**src/logic/soc_params.svh**
```systemverilog
`ifndef SOC_PARAMS_SVH
`define SOC_PARAMS_SVH

// bus widths
`define ADDR_W 32
`define DATA_W 32
`define BE_W 4 // one enable per byte lane

// region field, upper half of the address
`define REGION_HI 31
`define REGION_LO 16

// region codes compared against address[31:16]
`define BASE_SRAM 16'h0200 // main sram, 4 KB used
`define BASE_IRQ 16'h0202 // interrupt controller
`define BASE_HID 16'h0207 // serial hid receiver

// sram word address, taken from address[11:2]
`define SRAM_AW 10

// interrupt sources: two external lines plus hid
`define IRQ_N 3

// hid serial word
`define HID_W 32

`endif
```
**src/logic/bus_pkg.sv**
```systemverilog
package bus_pkg;

  // target picked by the address decoder
  typedef enum logic [1:0] {
    sel_none, // unmapped, reads zero
    sel_sram,
    sel_irq,
    sel_hid
  } slave_e;

  // sram read phase
  typedef enum logic {
    sram_idle, // waiting for a read, waitrequest raised here
    sram_ack // data registered, transfer completes
  } sram_state_e;

endpackage

```
**src/logic/bus_decoder.sv**
```systemverilog
`timescale 1ns/10ps
`include "soc_params.svh"

module bus_decoder (
  input  logic [`ADDR_W-1:0] address,
  input  logic               read,
  input  logic               write,
  input  logic [`DATA_W-1:0] sram_readdata,
  input  logic               sram_waitrequest,
  input  logic [`DATA_W-1:0] irq_readdata,
  input  logic [`DATA_W-1:0] hid_readdata,
  output logic               sram_read,
  output logic               sram_write,
  output logic               irq_write,
  output logic               hid_read,
  output logic [`DATA_W-1:0] readdata,
  output logic               waitrequest
);
  import bus_pkg::*;

  slave_e sel; // decoded target
  logic   irq_reg0; // pending register lives at offset 0

  always_comb begin
    case (address[`REGION_HI:`REGION_LO])
      `BASE_SRAM: sel = sel_sram;
      `BASE_IRQ:  sel = sel_irq;
      `BASE_HID:  sel = sel_hid;
      default:    sel = sel_none; // unmapped
    endcase
  end

  assign irq_reg0 = (address[`REGION_LO-1:2] == '0);

  // per-slave strobes
  assign sram_read  = read && (sel == sel_sram);
  assign sram_write = write && (sel == sel_sram);
  assign irq_write  = write && (sel == sel_irq) && irq_reg0; // other offsets ignored
  assign hid_read   = read && (sel == sel_hid) && !waitrequest; // only a finished read clears arrived

  // response mux
  always_comb begin
    case (sel)
      sel_sram: begin
        readdata    = sram_readdata;
        waitrequest = sram_waitrequest; // one wait cycle on reads
      end
      sel_irq: begin
        readdata    = irq_readdata;
        waitrequest = 1'b0;
      end
      sel_hid: begin
        readdata    = hid_readdata;
        waitrequest = 1'b0;
      end
      default: begin
        readdata    = '0; // unmapped reads zero, no wait
        waitrequest = 1'b0;
      end
    endcase
  end

endmodule

```
**config.mk**
```make
export PLATFORM = sky130hd
export DESIGN_NAME = bus_decoder
export DESIGN_NICKNAME = d
export VERILOG_FILES = /design/src/logic/bus_pkg.sv /design/src/logic/bus_decoder.sv
export VERILOG_INCLUDE_DIRS = /design/src /design/src/logic
export SDC_FILE = /design/constraint.sdc
export NUM_CORES = 1
export LEC_CHECK = 0
export BUFFER_PORTS_ARGS = -buffer_cell sky130_fd_sc_hd__buf_2
export CAP_MARGIN = 20
export CORE_AREA = 3 3 64 66
export DETAILED_ROUTE_END_ITERATION = 6
export DIE_AREA = 0 0 67 69
export PLACE_DENSITY = 0.84
export SETUP_SLACK_MARGIN = 0.1
export SLEW_MARGIN = 20
export SYNTH_ARGS = -nofsm -noshare
export SYNTH_HDL_FRONTEND = slang
export SYNTH_SLANG_ARGS = --single-unit
```
**constraint.sdc**
```tcl
create_clock -name vclk -period 1.9
set_input_delay 0.095 -clock vclk [all_inputs]
set_output_delay 0.095 -clock vclk [all_outputs]
set_load 0.05 [all_outputs]
```
==> run summary <==
count of input and output buffers = 166
slew of the pin with the lowest slew margin = 364 ps
ordered cell list for the critical path = buf_2 > nor4b_2 > nand4b_4 > buf_4 > o32ai_2 > buf_2
Critical Path Max Stage Delay = 400 ps
I/O pin count = 168
storage element area = 0 µm²
total track usage = 19.9%
wire length of the first global-routing pass = 7530 µm
Via Count = 1701
standard cell core area = 3630 µm²
netlist area before placement = 1150 µm²
synthesized instance count = 133
Die Height = 69 µm
vias in the first global route = 1668
required time of the critical path = 1800 ps
Final Hold Fails = 0
time the final worst path needs with I/O delays and setup = 1690 ps
synth warn = 0
cts repair resizes = 0
post-placement setup slack = 192 ps
detailed-route vias per instance = 4.93
proportion of layout cells with a drive suffix above 1 = 70.0%
cell count after placement = 345
Final HPWL DP = 4120 µm
number of distinct standard cells referenced by the synthesized netlist = 19
data arrival time of the critical path = 1590 ps
final setup fails = 0
RSZ-0062 raised after global routing = false
achievable clock frequency = 0.593 GHz
highest net fanout along the worst path = 14
Worst path top cell family by delay = buffers and inverters
initial cell density of the core = 31.6%
Antenna Cells = 0
initial antenna violation count = 0
average size of a mapped cell = 8.65 µm²
leading cell types in the layout, fill and taps excluded = sky130_fd_sc_hd__buf_2 (166), sky130_fd_sc_hd__inv_1 (35), sky130_fd_sc_hd__mux2i_1 (32), sky130_fd_sc_hd__o32ai_2 (25)
peak ir drop on the vdd network = 0.0650 mV
number of standard cells in the final layout excluding fillers = 345
Worst path slowest cell = sky130_fd_sc_hd__nor4b_2
Synth Net Count = 264
routability congestion estimate from global placement = 0.770
final-stage net count = 430
most common cell type on the critical path = sky130_fd_sc_hd__buf_2
Min Hold Slack = 555 ps
critical path start-end classification = input pin to output port
combined area of the multi-input logic cells = 1010 µm²
global route total overflow = 0
kind of launch point of the worst setup path = input pin
length of routed wiring on met1 = 1890 µm
Avg WL per Cell = 14.2 µm
number of DRC markers after the initial detailed-route iteration = 51
final critical-path share of the clock period = 88.8%
critical path buffer and inverter count = 3
kind of end point of the critical path = output port
uppermost layer routed = met3
result of the run = finished clean
x dimension of the die = 67 µm
Hold WC Path Type = input pin to output port
count of unresolved DRC violations after routing = 0
num sequential = 0
proportion of synthesized chip area in sequential cells = 0%
met3 WL post-DR = 370 µm
final slew viol count = 0
number of post-CTS setup repair buffers = 0
drt total wl = 4900 µm
Filler Cells Inserted = 363
number of antenna-violating nets in the routed design = 0
slew margin rel. = 75.5%
amount of wire on met2 after detailed routing = 2640 µm
pin count of the biggest net entering global routing = 35
Synth-to-Final Area Change = 83.4%
final total power = 0.284 mW
first-pass iteration count of the detailed router = 2
Pwr per Cell Area = 135 nW/µm²
overall die area = 4620 µm²
number of rows created at floorplan = 22
number of clock-tree buffers in the layout = 0
leading cell type in the layout, fill and taps excluded = sky130_fd_sc_hd__buf_2
leakage power = 1.33 nW
number of violations of the max-capacitance limit = 0
post-route worst setup slack = 213 ps
quantity of hold-fixing buffers added after cts = 0
synth_stat cells, types with 2 or more instances:
cell                       n  area share, %
sky130_fd_sc_hd__inv_1    35             11
sky130_fd_sc_hd__mux2i_1  32             28
sky130_fd_sc_hd__o32ai_2  20             28
sky130_fd_sc_hd__o32ai_1  12            9.1
sky130_fd_sc_hd__buf_2     8            3.5
sky130_fd_sc_hd__nor4_1    5            2.7
sky130_fd_sc_hd__nor2_1    4            1.3
sky130_fd_sc_hd__nand2_1   3           0.98
sky130_fd_sc_hd__buf_6     2            2.0
sky130_fd_sc_hd__nor4_4    2            3.7
sky130_fd_sc_hd__nor4b_1   2            1.5
power by group:
part           internal (mW)  switching [mW]  leakage (nW)
clock network              0               0             0
registers                  0               0             0
logic                  0.154           0.131          1.33
routing by layer:
layer,up-vias,global-route usage (%)
met3,0,0.814
met2,76,40.0
met4,0,0
met5,-,0
li1,844,-
met1,781,23.5
kinds of logic after synthesis:
logic type	Yosys count	share of synthesized area [%]
AO/OA/AOI/OAI	32	37.4
XOR/XNOR	1	0.762
buffers and inverters	45	16.9
multiplexers	32	27.9
AND/OR/NAND/NOR	23	17.1
layout make-up:
cell class	count	share of cell area, %
Inverter	35	6.23
Multi-Input combinational cell	88	48.1
Tap cell	48	2.85
Timing Repair Buffer	174	42.8
final timing paths:
check / from / to / slack (ps) / depth (start not counted)
setup / recovery: address[20] / readdata[0] / 210 / 6
hold / removal: sram_waitrequest / waitrequest / 550 / 4
metrics by stage:
step                      TNS, ps  utilization [%]  area, µm²
after floorplan             -1490                -       1200
after global placement          0             57.9       2100
after detailed placement        0             57.9       2100
after CTS                       0             57.9       2100
after global routing            0             58.0       2110
final                           0             58.0       2110
(Power assumes the default switching activity.)
