==> src/logic/soc_params.svh <==
`ifndef SOC_PARAMS_SVH
`define SOC_PARAMS_SVH

// bus widths
`define ADDR_W 32
`define DATA_W 32
`define BE_W 4 // one enable per byte lane

// region field, upper half of the address
`define REGION_HI 31
`define REGION_LO 16

// region codes compared against address[31:16]
`define BASE_SRAM 16'h0200 // main sram, 4 KB used
`define BASE_IRQ 16'h0202 // interrupt controller
`define BASE_HID 16'h0207 // serial hid receiver

// sram word address, taken from address[11:2]
`define SRAM_AW 10

// interrupt sources: two external lines plus hid
`define IRQ_N 3

// hid serial word
`define HID_W 32

`endif
==> src/logic/irq_pkg.sv <==
`include "soc_params.svh"

package irq_pkg;

  // bit positions in the pending register
  typedef enum logic [1:0] {
    src_ext0 = 2'd0,
    src_ext1 = 2'd1,
    src_hid = 2'd2
  } irq_src_e;

  typedef logic [`IRQ_N-1:0] irq_vec_t; // one bit per source

endpackage

==> src/logic/irq_ctrl.sv <==
`timescale 1ns/10ps
`include "soc_params.svh"

module irq_ctrl (
  input  logic               clk,
  input  logic               reset_n,
  input  logic [`IRQ_N-2:0]  ext_irq, // async external lines
  input  logic               hid_irq_req, // already in clk
  input  logic               irq_write,
  input  logic [`DATA_W-1:0] writedata,
  output logic [`DATA_W-1:0] irq_readdata,
  output logic               irq
);
  import irq_pkg::*;

  logic [`IRQ_N-2:0] ext_meta; // first sync stage
  logic [`IRQ_N-2:0] ext_sync; // second sync stage
  irq_vec_t          req; // request levels in clk
  irq_vec_t          ack; // level seen last edge, one set per rise
  irq_vec_t          clr; // write-one-to-clear mask
  irq_vec_t          pending;

  always_ff @(posedge clk or negedge reset_n) begin
    if (!reset_n) begin
      ext_meta <= '0;
      ext_sync <= '0;
    end else begin
      ext_meta <= ext_irq;
      ext_sync <= ext_meta;
    end
  end

  always_comb begin
    req           = '0;
    req[src_ext0] = ext_sync[0];
    req[src_ext1] = ext_sync[1];
    req[src_hid]  = hid_irq_req;
  end

  assign clr = irq_write ? irq_vec_t'(writedata[`IRQ_N-1:0]) : '0;

  always_ff @(posedge clk or negedge reset_n) begin
    if (!reset_n) begin
      ack     <= '0;
      pending <= '0;
    end else begin
      ack     <= req; // rearm once the line falls
      pending <= (pending & ~clr) | (req & ~ack); // new set beats clear
    end
  end

  assign irq          = |pending;
  assign irq_readdata = `DATA_W'(pending); // upper bits read zero

endmodule

==> config.mk <==
export PLATFORM = sky130hd
export DESIGN_NAME = irq_ctrl
export DESIGN_NICKNAME = d
export VERILOG_FILES = /design/src/logic/irq_pkg.sv /design/src/logic/irq_ctrl.sv
export VERILOG_INCLUDE_DIRS = /design/src /design/src/logic
export SDC_FILE = /design/constraint.sdc
export NUM_CORES = 1
export LEC_CHECK = 0
export BUFFER_PORTS_ARGS = -buffer_cell sky130_fd_sc_hd__buf_2
export CAP_MARGIN = 0
export CORE_ASPECT_RATIO = 0.8
export CORE_MARGIN = 5
export CORE_UTILIZATION = 30
export CTS_CLUSTER_SIZE = 40
export DETAILED_ROUTE_END_ITERATION = 10
export GPL_ROUTABILITY_DRIVEN = 0
export HOLD_SLACK_MARGIN = 0.03
export PLACE_DENSITY = 0.74
export SETUP_SLACK_MARGIN = 0.4
export SLEW_MARGIN = 20
export SYNTH_ARGS = -nofsm -noshare
export SYNTH_HDL_FRONTEND = slang
export SYNTH_SLANG_ARGS = --single-unit
==> constraint.sdc <==
create_clock -name clk -period 1.06 [get_ports clk]
set_input_delay 0.159 -clock clk [delete_from_list [all_inputs] [get_ports clk]]
set_output_delay 0.159 -clock clk [all_outputs]
set_load 0.005 [all_outputs]
==> impl_metrics.toml <==
[grt]
grt_remaining_overflow = 0
grt_usage = 0.05834
grt_start_max_net_pins = 11
grt_antenna_before_repair = 0
first_global_vias = 277
grt_first_pass_wirelength_um = 1110

[sta]
max_freq_ghz = 0.7892
min_period_over_period = 1.195
finalHoldWorstSlack_ps = 154.5
final_max_slew_viol_count = 0
worst_clk_skew_ps = 0.7216
finalSetupViolations = 3
post-route-worst-setup-slack_ps = -207.2
rsz_0062_raised_after_global_routing = "true"
min_period_ps = 1267
hold_violations = 0

[synth]
post_synth_num_cell_types = 8
synth.yosys.seq_area_share = 0.4739
count_of_mapped_cells_out_of_synthesis = 50
synth_xor_xnor_area_share = 0
post_synth_fa_ha_maj_area_fraction = 0
synth_most_common_cell = "buf_4"
synth_top_area_frac = 0.4739
synth_edf_count = 0
yosys_warnings = 0
synth.mux.area_fraction = 0
synth.area.top_cells = "dfrtp_1 (47%), buf_4 (41%), a22o_1 (3.3%), inv_1 (2.1%), nand2_1 (2.1%)"
synth_simple_gate_area_share = 0.03318
synth_top_cell_by_area = "dfrtp_1"
synth_top_family_by_area = "buffers and inverters"
ys_ff_latch = 10
complex_gate_fraction_of_the_synthesized_area = 0.05213
synthesis.area_sq_um = 528.0
fraction_of_registers_with_async_set_or_reset_after_synthesis = 1.000
synth_top_flop_cell = "dfrtp_1"
syn_avg_cell_area_sq_um = 10.56
synth_top_cells_by_count = "buf_4 (29), dfrtp_1 (10), inv_1 (3), nand2_1 (3), a22o_1 (2)"

[routing]
detailroute.via_count = 312
detailedRoute.firstIterationViolations = 0
detail_route.drc_violations = 0
first_pass_iters = 1
route.antenna.remaining_nets = 0
route.detailed.wl_per_inst_um = 8.313
viasPerCell = 3.250
totalWireLength_um = 798

[hold_path]
hp-start = "hid_irq_req"
worst_hold_path_type = "input port to register"
worst_hold_path.endpoint = "pending[2]"
whs_path_depth = 2

[worst_setup_path]
timing.critical_path.to_type = "output pin"
required_ps = 900
worst_reg2reg_path_startpoint = "pending[0]"
cp_data_arrival_time_ps = 1110
timing.reg2reg.setup_slack_ps = 40
crit_fanout = 2
setup.worst_path.class = "register to output pin"
critPathLaunchType = "register"
worst_r2r_path_depth = 4
r2r_endpoint = "pending[0]"

[status]
violations = "setup timing"
outcome = "complete, but fails checks"

[place]
dp_cells = 85
preCtsSetupSlack_ps = 43.73
portBuffers = 12
place_hpwl_um = 653.2

[final_layout]
num_antenna_cells = 0
design.final.nets = 114
drive_above_1_share = 0.2973
finalNonFillerCells = 96
area_delta_synth_final_pct = 22.75

[floorplan]
floorplan.initialDensity = 0.3214
standard_cell_rows = 13
design.portCount = 71
fp.coreArea_sq_um = 1643
die_w_um = 56.91
die_y_um = 47.53
design.die.area_sq_um = 2704

[power]
power-per-cell-area_nw_per_um2 = 1272
ir_drop_mv = 0.8793
leakagePower_nw = 0.3719

[clock_network]
numCtsBuffers = 3
clkLatencyLatePin_ps = 250
cts_root_buffer = "clkbuf_4"
clock_tree_from_tritoncts = "done"
htree_levels = 1
path_clk_slew_ps = 60
clk_path_buf_depth = 2
clock-sinks = 10

[flow_run]
maxCapViolations = 0
cells by family (layout without fill, tap and decap cells):
family / Yosys count / count (layout)
AO/OA/AOI/OAI: 3 / 3
buffers and inverters: 32 / 28
flip-flops: 10 / 10
other: 1 / 29
AND/OR/NAND/NOR: 4 / 4
worst max-delay path: stages (launching register included):
cell,delay [ps]
dfrtp_1,370
or3_1,360
buf_2,130
how the worst max path moves through the flow:
stage,from,slack [ps],endpoint,cells after the start
2_1_floorplan,pending[0],150,irq,1
3_3_place_gp,pending[0],50,irq,2
3_5_place_dp,pending[0],40,irq,2
4_1_cts,pending[1],-230,irq,2
5_1_grt,pending[1],-270,irq,2
6_report,pending[1],-210,irq,2
flip-flops by register name, indices dropped and copies added, names as in the netlist:
signal / flops
ack: 3
ext_sync: 2
pending: 3
ext_meta: 2
cell type report:
| class | instances | area, sq um |
|---|---|---|
| multi-input cells | 36 | 161.4 |
| clock buffers | 3 | 22.52 |
| well taps | 22 | 27.53 |
| fillers | 165 | 994.7 |
| inverters | 3 | 11.26 |
| flip-flops and latches | 10 | 250.2 |
| repair buffers | 22 | 175.2 |
layer usage:
metal  wire length [um]  up-vias  global-route usage
met5                  0        -                   0
met2                405       28              0.1002
li1                   -      143                   -
met3                166        0             0.02156
met1                225      141             0.05203
met4                  0        0             0.06944
through the flow:
stage | util | cell area (sq um) | total power [mW] | setup TNS, ps
floorplan | - | 633.1 | 0.5465 | 0
global placement | 0.3153 | 518.0 | 0.5230 | 0
detailed placement | 0.3153 | 518.0 | 0.5271 | 0
CTS | 0.3800 | 624.3 | 0.8277 | -404.1
global route | 0.3945 | 648.1 | 0.8834 | -522.0
finish | 0.3945 | 648.1 | 0.8244 | -339.5
layout by cell type, fill, tap and decap left out:
| cell | n |
|---|---|
| inv_1 | 3 |
| clkbuf_4 | 3 |
| dlygate4sd3_1 | 3 |
| a22o_1 | 2 |
| dlymetal6s4s_1 | 1 |
| conb_1 | 29 |
| buf_4 | 2 |
| dfrtp_1 | 10 |
| buf_6 | 6 |
| nand2_1 | 3 |
| buf_2 | 10 |
| a22o_4 | 1 |
| or3_1 | 1 |
power by group:
group	internal (mW)	switching, mW	leakage [nW]	total, mW
combinational	0.0987	0.0710	0.243	0.170
clock	0.130	0.105	0.0138	0.235
sequential	0.409	0.0110	0.115	0.420
timing repair:
action	CTS	global route
resized for setup	6	2
setup buffers	3	1
pin swaps	2	1
endpoints found under the setup margin	7	8
endpoints found under the hold margin	13	1
hold buffers	3	1
No activity file was read; power rests on OpenSTA's default activity.
